## src/design/cpuPkg.sv

```systemverilog
package cpuPkg;

    // Widths and sizes
    localparam int DATA_W     = 32;
    localparam int REG_ADDR_W = 5;
    localparam int NUM_REGS   = 32;
    localparam int IMM_W      = 16;
    localparam int MEM_ADDR_W = 6;
    localparam int MEM_WORDS  = 64;

    // Opcodes
    localparam logic [5:0] OP_RTYPE = 6'h00;
    localparam logic [5:0] OP_ADDI  = 6'h08;
    localparam logic [5:0] OP_SLTI  = 6'h0A;
    localparam logic [5:0] OP_ANDI  = 6'h0C;
    localparam logic [5:0] OP_ORI   = 6'h0D;
    localparam logic [5:0] OP_XORI  = 6'h0E;
    localparam logic [5:0] OP_LUI   = 6'h0F;
    localparam logic [5:0] OP_LW    = 6'h23;
    localparam logic [5:0] OP_SW    = 6'h2B;

    // R-type funct field
    localparam logic [5:0] FN_SLL = 6'h00;
    localparam logic [5:0] FN_SRL = 6'h02;
    localparam logic [5:0] FN_SRA = 6'h03;
    localparam logic [5:0] FN_ADD = 6'h20;
    localparam logic [5:0] FN_SUB = 6'h22;
    localparam logic [5:0] FN_AND = 6'h24;
    localparam logic [5:0] FN_OR  = 6'h25;
    localparam logic [5:0] FN_XOR = 6'h26;
    localparam logic [5:0] FN_NOR = 6'h27;
    localparam logic [5:0] FN_SLT = 6'h2A;

    typedef enum logic [3:0] {
        ALU_ADD, ALU_SUB, ALU_AND, ALU_OR,
        ALU_XOR, ALU_NOR, ALU_SLT, ALU_SLL,
        ALU_SRL, ALU_SRA, ALU_PASSB
    } aluOpT;

    // Coarse class from the decoder, refined by ALU control
    typedef enum logic [1:0] {
        CLS_MEMADDR, CLS_RTYPE, CLS_IMMOP
    } aluClassT;

    typedef enum logic [1:0] {
        EXT_SIGN, EXT_ZERO, EXT_UPPER
    } extModeT;

    // Operand source picked by the forwarding unit
    typedef enum logic [1:0] {
        FWD_REGFILE, FWD_EXMEM, FWD_WB
    } fwdSelT;

endpackage

```

## src/design/memWbStage.sv

```systemverilog
`timescale 1ns/100ps

module memWbStage (
    input  logic                          i_clk,
    input  logic                          i_rst,
    input  logic                          i_memRegWrite,
    input  logic                          i_memRead,
    input  logic                          i_memWrite,
    input  logic [cpuPkg::REG_ADDR_W-1:0] i_memDest,
    input  logic [cpuPkg::DATA_W-1:0]     i_memAluResult,
    input  logic [cpuPkg::DATA_W-1:0]     i_memStoreData,
    output logic                          o_wbEn,
    output logic [cpuPkg::REG_ADDR_W-1:0] o_wbReg,
    output logic [cpuPkg::DATA_W-1:0]     o_wbData
);

    logic [cpuPkg::DATA_W-1:0]     dataMem [cpuPkg::MEM_WORDS];
    logic [cpuPkg::MEM_ADDR_W-1:0] memIdx;
    logic                          wbRegWrite;
    logic                          wbMemToReg;
    logic [cpuPkg::REG_ADDR_W-1:0] wbDest;
    logic [cpuPkg::DATA_W-1:0]     wbAlu;
    logic [cpuPkg::DATA_W-1:0]     wbLoad;

    // Word index with the byte offset dropped
    assign memIdx = i_memAluResult[cpuPkg::MEM_ADDR_W+1:2];

    always_ff @(posedge i_clk) begin
        if (i_rst) begin
            for (int i = 0; i < cpuPkg::MEM_WORDS; i++) begin
                dataMem[i] <= '0;
            end
        end else if (i_memWrite) begin
            dataMem[memIdx] <= i_memStoreData;
        end
    end

    // MEM/WB register with the load data captured at the same edge
    always_ff @(posedge i_clk) begin
        if (i_rst) begin
            wbRegWrite <= 1'b0;
            wbMemToReg <= 1'b0;
        end else begin
            wbRegWrite <= i_memRegWrite;
            wbMemToReg <= i_memRead;
        end
        wbDest <= i_memDest;
        wbAlu  <= i_memAluResult;
        wbLoad <= dataMem[memIdx];
    end

    assign o_wbEn   = wbRegWrite;
    assign o_wbReg  = wbDest;
    assign o_wbData = wbMemToReg ? wbLoad : wbAlu;

    // Decoder never sets both for one opcode
    noReadWrite: assert property (@(posedge i_clk) disable iff (i_rst)
        !(i_memRead && i_memWrite));

endmodule

```

## config.mk

```make
export PLATFORM = sky130hd
export DESIGN_NAME = memWbStage
export DESIGN_NICKNAME = d
export VERILOG_FILES = /design/src/design/cpuPkg.sv /design/src/design/memWbStage.sv
export SDC_FILE = /design/constraint.sdc
export NUM_CORES = 2
export LEC_CHECK = 0
export ABC_AREA = 1
export BUFFER_PORTS_ARGS = -buffer_cell sky130_fd_sc_hd__buf_2
export CORE_ASPECT_RATIO = 2
export CORE_MARGIN = 2
export CORE_UTILIZATION = 49
export CTS_BUF_LIST = sky130_fd_sc_hd__clkbuf_2 sky130_fd_sc_hd__clkbuf_4 sky130_fd_sc_hd__clkbuf_8
export DETAILED_ROUTE_END_ITERATION = 10
export MAX_ROUTING_LAYER = met4
export SLEW_MARGIN = 20
export SYNTH_ARGS = -nofsm -noshare
export SYNTH_HDL_FRONTEND = slang
export SYNTH_SLANG_ARGS = --single-unit
```

## constraint.sdc

```tcl
create_clock -name i_clk -period 5.5 [get_ports i_clk]
set_input_delay 0.55 -clock i_clk [delete_from_list [all_inputs] [get_ports i_clk]]
set_output_delay 0.55 -clock i_clk [all_outputs]
set_load 0.02 [all_outputs]
```

* Word level (Yosys, flattened, before mapping)
Memory sizes are Yosys's and may differ from the RTL's. A register that Yosys moved wholly into a read port is not among the register bits.
Cells that the tools add are included.
** Storage, ports and cells
- Bits in writable memories :: 2048
- Memories kept :: 1
- Bits of input ports :: 74
- Logic and storage cells :: 15
- Output and inout port bits :: 38
- Bits in registers :: 39
** Memory list
- dataMem :: depth 64, width 32, rd ports 1, clocked after memory_dff 1, wr ports 64, RTL line memWbStage.sv:17 : logic [cpuPkg::DATA_W-1:0] dataMem [cpuPkg::MEM_WORDS];
** Cells by class
- Reduce and logical (&&, ||, !) cells :: 1
- Muxes and demuxes :: 9
** Operators by type and width (count)
- 2-to-1 mux 32 bit :: 2
- OR reduction 32 bit :: 1
- 2-to-1 mux 1 bit :: 6
- 2-to-1 mux 6 bit :: 1

* Logic depth before layout (Yosys ltp)
- Word-level depth :: 5
- Depth in mapped cells :: 15
- Mapped depth without buffers :: 11

* Worst setup path after synthesis
No wires, ideal clock.
- Kind :: input-to-reg
- Start point :: input i_memAluResult[3] (netlist bit)
- End point :: memory dataMem[22][0] (netlist bit), enable pin
- Data arrival time :: 2.550 ns
- Library setup time :: 0.389 ns
- Slack :: 2.561 ns
- Data required time :: 5.111 ns
- Cell stages on the path :: 7
- Path buffers :: 5
- Path through :: buf_2 buf_2 buf_2 buf_1 nand4_1 clkbuf_1 nand2_1
** RTL lines
- start, declared :: RTL line memWbStage.sv:10 : input logic [cpuPkg::DATA_W-1:0] i_memAluResult,
- end, declared :: RTL line memWbStage.sv:17

==> flow_summary.rst <==
.. list-table::
   :header-rows: 1

   * - Metric
     - Value
   * - Peak VDD IR
     - roughly 0.23 mV
   * - Final Hold Vio Count
     - 0
   * - Count of nets after finishing
     - 11013
   * - Fmax
     - roughly 280 MHz
   * - Setup CP Type
     - in2reg
   * - Leading cell types in the layout, fill and taps excluded
     - 5850 x nand2_1, 2128 x nor2_1, 2048 x edfxtp_1
   * - Multiplexer area fraction after synthesis
     - 0.00371
   * - Clock tree buffer depth
     - 4
   * - Post-detailed-route DRC marker count
     - 0
   * - Power density over the cells
     - 331 nW/um^2
   * - Detailed placement HPWL
     - ~220000 microns
   * - Crit path from
     - i_memAluResult[3]
   * - Tot Pwr
     - ~35 mW
   * - Routed vias/inst
     - ~5.5
   * - Worst path required time
     - about 6.2 ns
   * - Dominant cell type by count on the critical path
     - buf_4
   * - Number of synthesis warnings
     - 0
   * - Total die area
     - between 200000 and 250000 sq um
   * - Antenna violations before repair
     - 13
   * - Synthesized cell area
     - 97100 sq um
   * - Clock transition at the registers of the reported paths
     - 0.06 ns
   * - Post-route minimum period
     - about 3.6 ns
   * - Post-Route WL
     - 358000 microns
   * - Clock latency on the worst-skew pair
     - slightly below 1 ns
   * - FILL cells
     - around 18000
   * - Critical path endpoint category
     - flop
   * - Dpl cell area
     - 99900 sq um
   * - Startpoint of the lowest-slack register-to-register path
     - dataMem[9][11]$_SDFFCE_PN0P_
   * - Residual antenna-violating net count after detailed routing
     - 0
   * - Vias in the first global route
     - 73106
   * - First-pass detailed-route iteration total
     - 6
   * - Slew Viols, Final
     - 0
   * - Core ar.
     - about 200000 sq um
   * - Sort of element at the start of the critical path
     - input pin
   * - Routability congestion estimate
     - 0.983
   * - CP delay by family, top
     - buffers and inverters
   * - Final worst-path cycle share
     - 0.650
   * - Stage delay of the slowest cell on the critical path
     - approximately 0.9 ns
   * - Buffer and inverter count on the worst path
     - 6
   * - Overall overflow remaining after global route
     - 0
   * - Largest net degree at the start of global routing
     - 182
   * - Unrepaired setup endpoints after global routing
     - no
   * - First-pass GRT wire length
     - just over 500000 microns
   * - Cell variety after synth
     - 20
   * - Share of Yosys cell area claimed by the top area cell type
     - 0.633
   * - Cells traversed along the worst timing path
     - dlygate4sd3_1 -> buf_8 -> buf_4 -> nor4_2 -> buf_4 -> nand2_1 -> buf_4 -> nand2_1 -> buf_4
   * - Initial drt markers
     - ~8300
   * - Clk_skew
     - 0.0490 ns
   * - Core utilization of the finished layout
     - 0.538
   * - WL/cell
     - 26.1 microns
   * - Synthesized-area fraction occupied by and/or/nand/nor cells
     - 0.311
   * - Storage element area
     - around 63000 sq um
   * - Launch instance of the worst min-delay path
     - i_memStoreData[21]
   * - Number of placement rows
     - 231
   * - Setup TNS
     - 0 ns
   * - Number of standard cells after synthesis
     - approximately 11000
   * - Number of buffers inserted during clock tree synthesis
     - around 310
   * - Die extent in y
     - about 630 microns
   * - Die W
     - about 320 microns
   * - CTS tree
     - done
   * - Fraction of final layout cells with drive strength greater than 1
     - 0.0819
   * - Setup repair bufs after CTS
     - 0
   * - Layout Area Growth over Synthesis
     - 9.46%
   * - Slowest cell on the critical path
     - buf_4
   * - Count of clock tree sinks
     - between 2000 and 2500
   * - Number of buffer cells added on primary ports
     - 111
   * - Xor and xnor area share after synthesis
     - 0
   * - Resized cells post-CTS
     - 0
   * - Leading post-synthesis cells by cell area
     - edfxtp_1 63%, nand2_1 23%, nor2_1 8.2%, clkbuf_1 2.4%, dfxtp_1 1.5%
   * - Multi-input logic area
     - between 30000 and 40000 sq um
   * - Leakage power total
     - 47.3 nW
   * - Area leader, netlist
     - edfxtp_1
   * - Run status
     - finished, final reports clean
   * - Max-capacitance violation count
     - 0
   * - Synthesized Nets
     - 11133
   * - Path category of the worst min-delay check
     - in2reg
   * - Cell chosen for the clock root
     - clkbuf_8
   * - Largest family of logic cells by synthesized area
     - simple AND/OR/NAND/NOR gates
   * - Synthesized area divided by synthesized cell count
     - slightly below 9 sq um
   * - Final number of setup-violating endpoints
     - 0
   * - Sequential element share of the synthesized area
     - 0.648
   * - Adder-Cell Fraction of Synth Area
     - 0
   * - Vias after detailed routing
     - between 70000 and 80000
   * - Most common cell after layout, fill and taps aside
     - nand2_1
   * - Arrival time worst endpoint
     - 4.28 ns
   * - Compound-cell area share of the yosys netlist
     - 0.000825
   * - Largest fanout on the critical path
     - 73
   * - Flip-flop and latch count after synthesis
     - 2119
   * - Post-route cell area
     - about 110000 sq um
   * - Overall track demand over capacity in global routing
     - 0.362
   * - Top-level port count
     - approximately 110
   * - Initial Util
     - 0.492
   * - Normalized max-slew margin
     - 0.247
   * - Measured slew at the worst slew-check pin
     - 1.13 ns
   * - Count of H-tree levels built during CTS
     - 5
[worst register-to-register path, cell delays in order, from the launching register on]
cell      delay [ns]
edfxtp_1        0.38
nand2_1         0.09
nand2_1         0.07
nand2_1         0.06
nand2_1         0.07
nand2_1         0.14
nand2_1         0.13
nand2_1         0.37
nand2_1         0.12
nor2_1          0.45
nand2_1         0.12
[synth_stat cells]
| cell type | count |
|---|---|
| nand2_1 | 5850 |
| or2_2 | 6 |
| o211ai_1 | 6 |
| mux2_2 | 32 |
| nand4_1 | 1 |
| inv_2 | 34 |
| nor3_2 | 3 |
| nor4_2 | 2 |
| buf_1 | 37 |
| nor2_1 | 2128 |
| edfxtp_1 | 2048 |
| o21ai_0 | 7 |
| dfxtp_1 | 71 |
| inv_1 | 22 |
| nand3_1 | 11 |
| clkbuf_1 | 629 |
| nor4_4 | 3 |
| nor4_1 | 1 |
| nor3_1 | 9 |
| buf_2 | 159 |
[metal layers]
metal  vias up  track usage  part of all wire  routed length [microns]
met4         0        0.280             0.094                    33600
met3       989       0.0504             0.075                    26800
met1     36735        0.400              0.34                   123000
met5         -            -                 0                        0
met2      3644        0.594              0.49                   175000
li1      34498            -                 -                        -
[cell families (layout without fill, tap and decap cells)]
family,after synthesis,after routing
multiplexers,32,32
buffers and inverters,881,994
other,0,7
AO/OA/AOI/OAI,13,13
flip-flops,2119,2119
AND/OR/NAND/NOR,8014,8014
[power breakdown]
group / leakage [nW] / switching [mW] / internal, mW
Sequential: 20.1 / 0.295 / 18.5
Combinational: 24.1 / 2.81 / 0.760
Clock: 3.16 / 6.23 / 6.55
[path summary, 6_finish.rpt]
kind                                  endpoint  slack, ns  depth (start not counted)
setup / recovery  dataMem[5][26]$_SDFFCE_PN0P_       1.92                          9
hold / removal    dataMem[8][21]$_SDFFCE_PN0P_        0.1                          3
setup reg to reg            wbLoad[11]$_DFF_P_       3.34                         10
hold reg to reg             wbLoad[26]$_DFF_P_       0.82                         10
[state kept, by name (all words and copies together), names as in the netlist]
register,count
wbMemToReg,1
wbLoad,32
o_wbReg,5
wbAlu,32
o_wbEn,1
dataMem,2048
[through the flow]
step	setup slack (ns)	hold WS, ns	instances
floorplan	2.56	0.578	11059
global placement	1.39	0.652	13147
detailed placement	1.44	0.654	13148
CTS	2.11	0.0375	13734
global route	1.87	0.0987	13739
finish	1.92	0.0993	13742
[area by class of cell]
class | count | share of cell area
multi-input combinational | 8059 | 0.289
clock inverter | 114 | 0.00629
tap | 2563 | 0.0302
sequential | 2119 | 0.592
clock buffer | 434 | 0.0500
inverter | 56 | 0.00271
antenna | 7 | 0.000165
timing repair buffer | 390 | 0.0297
[timing repair]
action | CTS | global route
hold endpoints to repair | 37 | 0
hold buffers | 38 | 0
setup endpoints to repair | 0 | 0
(Power assumes the default switching activity.)
