## src/design/cpuPkg.sv

```systemverilog
package cpuPkg;

    // Widths and sizes
    localparam int DATA_W     = 32;
    localparam int REG_ADDR_W = 5;
    localparam int NUM_REGS   = 32;
    localparam int IMM_W      = 16;
    localparam int MEM_ADDR_W = 6;
    localparam int MEM_WORDS  = 64;

    // Opcodes
    localparam logic [5:0] OP_RTYPE = 6'h00;
    localparam logic [5:0] OP_ADDI  = 6'h08;
    localparam logic [5:0] OP_SLTI  = 6'h0A;
    localparam logic [5:0] OP_ANDI  = 6'h0C;
    localparam logic [5:0] OP_ORI   = 6'h0D;
    localparam logic [5:0] OP_XORI  = 6'h0E;
    localparam logic [5:0] OP_LUI   = 6'h0F;
    localparam logic [5:0] OP_LW    = 6'h23;
    localparam logic [5:0] OP_SW    = 6'h2B;

    // R-type funct field
    localparam logic [5:0] FN_SLL = 6'h00;
    localparam logic [5:0] FN_SRL = 6'h02;
    localparam logic [5:0] FN_SRA = 6'h03;
    localparam logic [5:0] FN_ADD = 6'h20;
    localparam logic [5:0] FN_SUB = 6'h22;
    localparam logic [5:0] FN_AND = 6'h24;
    localparam logic [5:0] FN_OR  = 6'h25;
    localparam logic [5:0] FN_XOR = 6'h26;
    localparam logic [5:0] FN_NOR = 6'h27;
    localparam logic [5:0] FN_SLT = 6'h2A;

    typedef enum logic [3:0] {
        ALU_ADD, ALU_SUB, ALU_AND, ALU_OR,
        ALU_XOR, ALU_NOR, ALU_SLT, ALU_SLL,
        ALU_SRL, ALU_SRA, ALU_PASSB
    } aluOpT;

    // Coarse class from the decoder, refined by ALU control
    typedef enum logic [1:0] {
        CLS_MEMADDR, CLS_RTYPE, CLS_IMMOP
    } aluClassT;

    typedef enum logic [1:0] {
        EXT_SIGN, EXT_ZERO, EXT_UPPER
    } extModeT;

    // Operand source picked by the forwarding unit
    typedef enum logic [1:0] {
        FWD_REGFILE, FWD_EXMEM, FWD_WB
    } fwdSelT;

endpackage

```

## src/design/decodeStage.sv

```systemverilog
`timescale 1ns/100ps

module decodeStage (
    input  logic                          i_clk,
    input  logic                          i_rst,
    input  logic                          i_instrValid,
    input  logic [cpuPkg::DATA_W-1:0]     i_instr,
    input  logic                          i_wbEn,
    input  logic [cpuPkg::REG_ADDR_W-1:0] i_wbReg,
    input  logic [cpuPkg::DATA_W-1:0]     i_wbData,
    output logic                          o_exRegWrite,
    output logic                          o_exMemRead,
    output logic                          o_exMemWrite,
    output cpuPkg::aluClassT              o_exAluClass,
    output logic                          o_exAluSrcImm,
    output logic                          o_exRegDstRd,
    output logic [cpuPkg::REG_ADDR_W-1:0] o_exRs,
    output logic [cpuPkg::REG_ADDR_W-1:0] o_exRt,
    output logic [cpuPkg::REG_ADDR_W-1:0] o_exRd,
    output logic [cpuPkg::REG_ADDR_W-1:0] o_exShamt,
    output logic [5:0]                    o_exFunct,
    output logic [5:0]                    o_exOpcode,
    output logic [cpuPkg::DATA_W-1:0]     o_exRegA,
    output logic [cpuPkg::DATA_W-1:0]     o_exRegB,
    output logic [cpuPkg::DATA_W-1:0]     o_exImm
);

    logic                          ifValid;
    logic [cpuPkg::DATA_W-1:0]     ifInstr;
    logic [cpuPkg::IMM_W-1:0]      imm;
    logic                          regWrite;
    logic                          memRead;
    logic                          memWrite;
    logic                          aluSrcImm;
    logic                          regDstRd;
    cpuPkg::aluClassT              aluClass;
    cpuPkg::extModeT               extMode;
    logic [cpuPkg::REG_ADDR_W-1:0] dest;
    logic [cpuPkg::DATA_W-1:0]     immExt;
    logic [cpuPkg::DATA_W-1:0]     rdDataA;
    logic [cpuPkg::DATA_W-1:0]     rdDataB;

    // IF/ID latch
    always_ff @(posedge i_clk) begin
        if (i_rst) begin
            ifValid <= 1'b0;
        end else begin
            ifValid <= i_instrValid;
        end
        ifInstr <= i_instr;
    end

    assign imm = ifInstr[cpuPkg::IMM_W-1:0];

    ////////////////////
    // Control decoder
    ////////////////////
    always_comb begin
        regWrite  = 1'b0;
        memRead   = 1'b0;
        memWrite  = 1'b0;
        aluSrcImm = 1'b0;
        regDstRd  = 1'b0;
        aluClass  = cpuPkg::CLS_MEMADDR;
        extMode   = cpuPkg::EXT_SIGN;
        if (ifValid) begin
            case (ifInstr[31:26])
                cpuPkg::OP_RTYPE: begin
                    regWrite = 1'b1;
                    regDstRd = 1'b1;
                    aluClass = cpuPkg::CLS_RTYPE;
                end
                cpuPkg::OP_ADDI, cpuPkg::OP_SLTI: begin
                    regWrite  = 1'b1;
                    aluSrcImm = 1'b1;
                    aluClass  = cpuPkg::CLS_IMMOP;
                end
                cpuPkg::OP_ANDI, cpuPkg::OP_ORI, cpuPkg::OP_XORI: begin
                    regWrite  = 1'b1;
                    aluSrcImm = 1'b1;
                    aluClass  = cpuPkg::CLS_IMMOP;
                    extMode   = cpuPkg::EXT_ZERO;
                end
                cpuPkg::OP_LUI: begin
                    regWrite  = 1'b1;
                    aluSrcImm = 1'b1;
                    aluClass  = cpuPkg::CLS_IMMOP;
                    extMode   = cpuPkg::EXT_UPPER;
                end
                cpuPkg::OP_LW: begin
                    regWrite  = 1'b1;
                    memRead   = 1'b1;
                    aluSrcImm = 1'b1;
                end
                cpuPkg::OP_SW: begin
                    memWrite  = 1'b1;
                    aluSrcImm = 1'b1;
                end
                default: begin
                    regWrite = 1'b0;
                end
            endcase
        end
        // A write to r0 is a no-op from here on
        dest = regDstRd ? ifInstr[15:11] : ifInstr[20:16];
        if (dest == '0) begin
            regWrite = 1'b0;
        end
    end

    always_comb begin
        case (extMode)
            cpuPkg::EXT_ZERO:  immExt = {{(cpuPkg::DATA_W-cpuPkg::IMM_W){1'b0}}, imm};
            cpuPkg::EXT_UPPER: immExt = {imm, {(cpuPkg::DATA_W-cpuPkg::IMM_W){1'b0}}};
            default:
                immExt = {{(cpuPkg::DATA_W-cpuPkg::IMM_W){imm[cpuPkg::IMM_W-1]}}, imm};
        endcase
    end

    regFile uRegFile (
        .i_clk     (i_clk),
        .i_rst     (i_rst),
        .i_wrEn    (i_wbEn),
        .i_rdAddrA (ifInstr[25:21]),
        .i_rdAddrB (ifInstr[20:16]),
        .i_wrAddr  (i_wbReg),
        .i_wrData  (i_wbData),
        .o_rdDataA (rdDataA),
        .o_rdDataB (rdDataB)
    );

    // ID/EX register
    always_ff @(posedge i_clk) begin
        if (i_rst) begin
            o_exRegWrite <= 1'b0;
            o_exMemRead  <= 1'b0;
            o_exMemWrite <= 1'b0;
        end else begin
            o_exRegWrite <= regWrite;
            o_exMemRead  <= memRead;
            o_exMemWrite <= memWrite;
        end
        o_exAluClass  <= aluClass;
        o_exAluSrcImm <= aluSrcImm;
        o_exRegDstRd  <= regDstRd;
        o_exRs        <= ifInstr[25:21];
        o_exRt        <= ifInstr[20:16];
        o_exRd        <= ifInstr[15:11];
        o_exShamt     <= ifInstr[10:6];
        o_exFunct     <= ifInstr[5:0];
        o_exOpcode    <= ifInstr[31:26];
        o_exRegA      <= rdDataA;
        o_exRegB      <= rdDataB;
        o_exImm       <= immExt;
    end

endmodule

```

## src/design/regFile.sv

```systemverilog
`timescale 1ns/100ps

module regFile (
    input  logic                          i_clk,
    input  logic                          i_rst,
    input  logic                          i_wrEn,
    input  logic [cpuPkg::REG_ADDR_W-1:0] i_rdAddrA,
    input  logic [cpuPkg::REG_ADDR_W-1:0] i_rdAddrB,
    input  logic [cpuPkg::REG_ADDR_W-1:0] i_wrAddr,
    input  logic [cpuPkg::DATA_W-1:0]     i_wrData,
    output logic [cpuPkg::DATA_W-1:0]     o_rdDataA,
    output logic [cpuPkg::DATA_W-1:0]     o_rdDataB
);

    logic [cpuPkg::DATA_W-1:0] regs [cpuPkg::NUM_REGS];

    // Register 0 is never written, so it holds zero after reset
    always_ff @(posedge i_clk) begin
        if (i_rst) begin
            for (int i = 0; i < cpuPkg::NUM_REGS; i++) begin
                regs[i] <= '0;
            end
        end else if (i_wrEn && i_wrAddr != '0) begin
            regs[i_wrAddr] <= i_wrData;
        end
    end

    // Write-through for an instruction decoding during writeback
    assign o_rdDataA = (i_wrEn && i_wrAddr == i_rdAddrA) ? i_wrData : regs[i_rdAddrA];
    assign o_rdDataB = (i_wrEn && i_wrAddr == i_rdAddrB) ? i_wrData : regs[i_rdAddrB];

    // Decoder drops writes to r0 long before they get here
    noZeroWrite: assert property (@(posedge i_clk) disable iff (i_rst)
        i_wrEn |-> i_wrAddr != '0);

endmodule

```

## config.mk

```make
export PLATFORM = sky130hd
export DESIGN_NAME = decodeStage
export DESIGN_NICKNAME = d
export VERILOG_FILES = /design/src/design/cpuPkg.sv /design/src/design/decodeStage.sv /design/src/design/regFile.sv
export SDC_FILE = /design/constraint.sdc
export NUM_CORES = 2
export LEC_CHECK = 0
export ABC_AREA = 1
export BUFFER_PORTS_ARGS = -buffer_cell sky130_fd_sc_hd__buf_2
export CAP_MARGIN = 20
export CORE_ASPECT_RATIO = 1.75
export CORE_UTILIZATION = 45
export DETAILED_ROUTE_END_ITERATION = 8
export SLEW_MARGIN = 10
export SYNTH_ARGS = -nofsm -noshare
export SYNTH_HDL_FRONTEND = slang
export SYNTH_SLANG_ARGS = --single-unit
```

## constraint.sdc

```tcl
create_clock -name i_clk -period 3.65 [get_ports i_clk]
set_clock_uncertainty 0.05 [all_clocks]
set_input_delay 0.5475 -clock i_clk [delete_from_list [all_inputs] [get_ports i_clk]]
set_output_delay 0.5475 -clock i_clk [all_outputs]
set_load 0.05 [all_outputs]
```

# Yosys cells after proc, flatten, opt, wreduce, memory -nomap -nowiden
# Memories as Yosys holds them, arrays and structs flattened. A register that Yosys moved wholly into a read port is not among the register bits.
# Index checks and enable logic that the tools add are counted.
# totals
reg_bits,168
mem_bits_rw,1024
inputBits,73
output_inout_bits,135
n_memories,1
# mem_list
memory,depth,word_bits,rd,rd_clocked_by_memory_dff,write_ports,line,source
uRegFile.regs,32,32,2,2,32,regFile.sv:15,logic [cpuPkg::DATA_W-1:0] regs [cpuPkg::NUM_REGS];
# op_classes
eq_ne,12
mux,21
bitwise_logic,1
n_reduce_logical,13
# ops
cell,n
2-to-1 mux 32 bit,3
one-hot mux 32 bit (2 select lines),1
== test 6 x 4 -> 1 bit (second input constant),6
OR reduction 32 bit,1
OR reduction 8 bit,2
== test 6 bit (second input constant),2
2-to-1 mux 1 bit,12
== test 5 bit,2
2-to-1 mux 5 bit,2
one-hot mux 2 bit (2 select lines),2
zero test 6 bit,1
OR reduction 3 bit,2
OR reduction 6 bit,1
zero test 5 bit,1
nonzero test 5 bit,1
logical AND 1 bit,3
== test 2 x 1 -> 1 bit (second input constant),1
== test 2 bit (second input constant),1
2-to-1 mux 2 bit,1
OR reduction 2 bit,1
NOT 1 bit,1

# Longest topological paths before layout
# logic_depth
depth_word,7
ltp_mapped,11

# Cells and area by module
# From an unflattened synthesis, not the netlist that was laid out.
# hier_totals
cells_unflattened,7496
hier_area_um2,60266.6
# modules_own_cells
mod,instances,cells_per_inst,area_each_um2
regFile,1,7230,56446.6
decodeStage,1,266,3819.9

# Worst setup path before layout
# Ideal clock, no wire load.
# synth_path
path_type,input to register
start,in i_wbReg[2] (netlist name)
end,mem uRegFile.regs[10][0] (netlist name) (enable)
t_arrival_ns,2.389
t_required_ns,3.211
setup_slack_ns,0.822
stages,9
n_path_buf,1
path_cell_list,inv_1 > nand3_1 > inv_2 > nand2_1 > nand3_1 > nor3_4 > nand2_1 > buf_6 > nand2_1
# synth_lines
item,line,source
"start, declared",decodeStage.sv:9,"input logic [cpuPkg::REG_ADDR_W-1:0] i_wbReg,"
"end, declared",regFile.sv:15,

# Final worst setup path
# layout_path
start,reg ifInstr[16] (netlist name)
end,reg o_exRegB[21] (netlist name)
# layout_between
elab_chain_cells,3
# layout_lines
item,line,source
"start, declared",decodeStage.sv:29,logic [cpuPkg::DATA_W-1:0] ifInstr;
"start signal, assigned",decodeStage.sv:50,ifInstr <= i_instr;
== test 5 bit,regFile.sv:30,assign o_rdDataB = (i_wrEn && i_wrAddr == i_rdAddrB) ? i_wrData : regs[i_rdAddrB];
logical AND 1 bit,regFile.sv:30,
2-to-1 mux 32 bit,regFile.sv:30,
"net rdDataB, one bit",decodeStage.sv:41,logic [cpuPkg::DATA_W-1:0] rdDataB;
"end signal, assigned",decodeStage.sv:153,o_exRegB <= rdDataB;
"end, declared",decodeStage.sv:24,"output logic [cpuPkg::DATA_W-1:0] o_exRegB,"
# The timed path passes the listed nets, and every way through them passes these cells.
# A chain may end at the register's enable or synchronous reset.

==> impl_metrics.py <==
metrics = {
    "timing": {
        "setup_violations": 0,
        "fin_tns_setup_ns": 0,
        "finalCriticalPeriod_ns": 2.887,
        "slew_headroom_pct": 38.47,
        "rsz0062_at_grt": "false",
        "hold_violations": 0,
        "hold_ws_ns": 0.03515,
        "timing.final.ws_setup_ns": 0.7626,
        "max_freq_mhz": 346.3,
        "tightest_slew_ns": 0.9229,
        "period_share_pct": 79.11,
        "final_max_slew_viol_count": 0,
    },
    "finish": {
        "final_cells": 9331,
        "final_cell_mix": "nand2_1, nor2_1, nand3_1, edfxtp_1, o21ai_0",
        "multi_input_area_sq_um": 23330,
        "fin_util_pct": 51.32,
        "layout.area.seq_sq_um": 34150,
        "drive_gt1_share_pct": 9.749,
        "fin_area_sq_um": 68310,
        "final_nets": 7515,
        "syn_to_final_growth_pct": 13.03,
        "final_common_cell": "nand2_1",
        "fillers": 12208,
    },
    "hold_path": {
        "min_to": "o_exRegA[2]",
        "hp-class": "input pin to register",
        "holdPathStages": 3,
        "hold_path.startpoint": "i_wbData[2]",
    },
    "routing": {
        "ant_nets": 0,
        "drt_iter0_drc": 6607,
        "wl_met3_mm": 23.86,
        "wire_per_inst_um": 24.52,
        "route.met2.wl_mm": 109.4,
        "viasPerCell": 5.898,
        "top_layer_used": "met5",
        "dr.pass1.iters": 8,
        "via_count": 55030,
        "m1WireLength_mm": 81.69,
        "drc": 0,
        "wl_mm": 228.8,
    },
    "setup_path": {
        "r2r_slack_ns": 0.76,
        "r2r_end": "o_exRegB[21]",
        "cp.arrival_ns": 3.53,
        "worst-path-max-fanout": 101,
        "crit_required_ns": 4.30,
        "cp-start-kind": "register",
        "rr_worst_depth": 8,
        "criticalPathCategory": "register to register",
        "r2r_start": "ifInstr[16]",
        "cp-end-kind": "register",
    },
    "logic_synthesis": {
        "synth.avg_cell_area_sq_um": 8.143,
        "syn-instance-count": 7422,
        "synth.cell_area_sq_um": 60430,
        "synth_warnings": 0,
        "synth.distinct_cells": 26,
        "ys_seq_elements": 1192,
        "synthTopCellsByArea": "edfxtp_1, nand2_1, nor2_1",
        "synth_top_area_share_pct": 50.88,
        "yosysTopAreaCell": "edfxtp_1",
        "seq_area_frac_synth_pct": 56.45,
    },
    "clock_network": {
        "clockRootBuffer": "clkbuf_16",
        "clockBufferDepth": 3,
        "clkTransAtPathRegs_ns": 0.07,
        "clock-sinks": 1192,
        "clk_latency_ns": 0.77,
        "cts_made_buffers": 114,
        "htree_levels": 3,
        "cts_resized": 0,
        "cts_tree": "done",
    },
    "run": {
        "cap_viol_max_count": 0,
    },
    "outcome": {
        "status": "complete, no violations",
    },
    "place": {
        "gp_congestion": 0.9222,
        "dpl.hpwl_mm": 133.9,
        "numPortBuffers": 207,
        "place_inst": 9043,
        "placed_cell_area_sq_um": 63590,
        "post-place-ws_ns": 0.6731,
    },
    "floorplan": {
        "dieWidth_um": 279.0,
        "num_io_pins": 208,
        "rows": 177,
        "start_util_pct": 45.41,
        "die-area_sq_um": 135800,
        "core_sq_um": 133100,
        "fp.dieH_um": 486.8,
    },
    "global_route": {
        "grt_use_total_pct": 32.98,
        "grt_max_degree": 152,
        "grt_pass1_vias": 52954,
        "grt_pass1_wl_mm": 331.4,
        "antenna_found_initial": 5,
        "grt_overflow": 0,
    },
    "power_and_ir_drop": {
        "fin_total_pwr_mw": 33.18,
        "powerDensity_nw_per_um2": 485.7,
        "ir_worst_vdd_v": 0.0004187,
        "p_leak_nw": 27.98,
    },
}
## repair_timing
action | 4_1_cts | 5_1_grt
hold endpoints to repair | 91 | 0
setup endpoints to repair | 0 | 0
buffers inserted | 0 | 0
hold buffers | 63 | 0
## worst max-delay path by stage
stage	endpoint	from	cells after the start
floorplan	uRegFile.regs[10][0]	i_wbReg[2]	9
global placement	uRegFile.regs[30][24]	i_wbReg[4]	10
detailed placement	uRegFile.regs[30][28]	i_wbReg[4]	10
CTS	o_exRegB[29]	ifInstr[19]	9
global route	o_exRegB[25]	ifInstr[16]	8
finish	o_exRegB[21]	ifInstr[16]	8
## critical path: stages (launching register included)
cell and delay (ns):
dfxtp_4 0.46, inv_8 0.57, buf_4 0.48, o21ai_0 0.14, a21oi_1 0.33, nor2_1 0.18, nand2_1 0.21, nand3_1 0.15
nand2_1 0.08
## where the power goes
group,switching (mW),internal [mW]
clock,5.63,6.94
sequential,0.413,15.6
combinational,3.42,1.20
## synth_stat cells (all sizes together)
| master | n |
|---|---|
| o31ai | 1 |
| inv | 99 |
| o21ai | 343 |
| ha | 2 |
| clkinv | 1 |
| nand2 | 2078 |
| and3 | 28 |
| nand3 | 1249 |
| nand4 | 2 |
| nor3 | 12 |
| a32o | 1 |
| xor2 | 1 |
| or2 | 14 |
| nor2 | 1679 |
| buf | 128 |
| o211ai | 33 |
| conb | 1 |
| a21oi | 51 |
| dfxtp | 168 |
| clkbuf | 502 |
| o22ai | 5 |
| edfxtp | 1024 |
## area by class of cell
type                            instances  area share, %
Clock inverter                         73          1.046
Antenna cell                            2       0.007327
Timing Repair Buffer                  501          6.275
Inverter                              100         0.6044
Clock buffer                          142          4.654
Sequential cell                      1192          49.99
Multi-Input combinational cell       5531          34.15
Tap cell                             1790          3.279
## kinds of logic (layout without fill, tap and decap cells)
| logic type | Yosys count | in the layout | share of synthesized area (%) |
|---|---|---|---|
| other cells | 1 | 34 | 0.006205 |
| simple gates | 5062 | 5062 | 34.29 |
| xor+xnor | 1 | 1 | 0.01450 |
| flops | 1192 | 1192 | 56.45 |
| fa+ha+maj | 2 | 2 | 0.04140 |
| buf+inv | 730 | 816 | 5.449 |
| compound gates | 434 | 434 | 3.754 |
## sequential cells by signal (all words and copies together) (netlist names), 2 cells and up
name,count
o_exAluClass,2
o_exImm,32
o_exRegA,32
o_exOpcode,6
o_exShamt,5
o_exRt,5
o_exRegB,32
o_exRs,5
o_exFunct,6
o_exRd,5
ifInstr,32
uRegFile.regs,1024
## routing by layer
layer / GRT usage [%] / up-vias
li1: - / 24511
met1: 39.91 / 26125
met2: 55.04 / 3605
met3: 5.375 / 787
met4: 20.02 / 2
met5: 0 / -
Power figures use the tool's default switching activity.
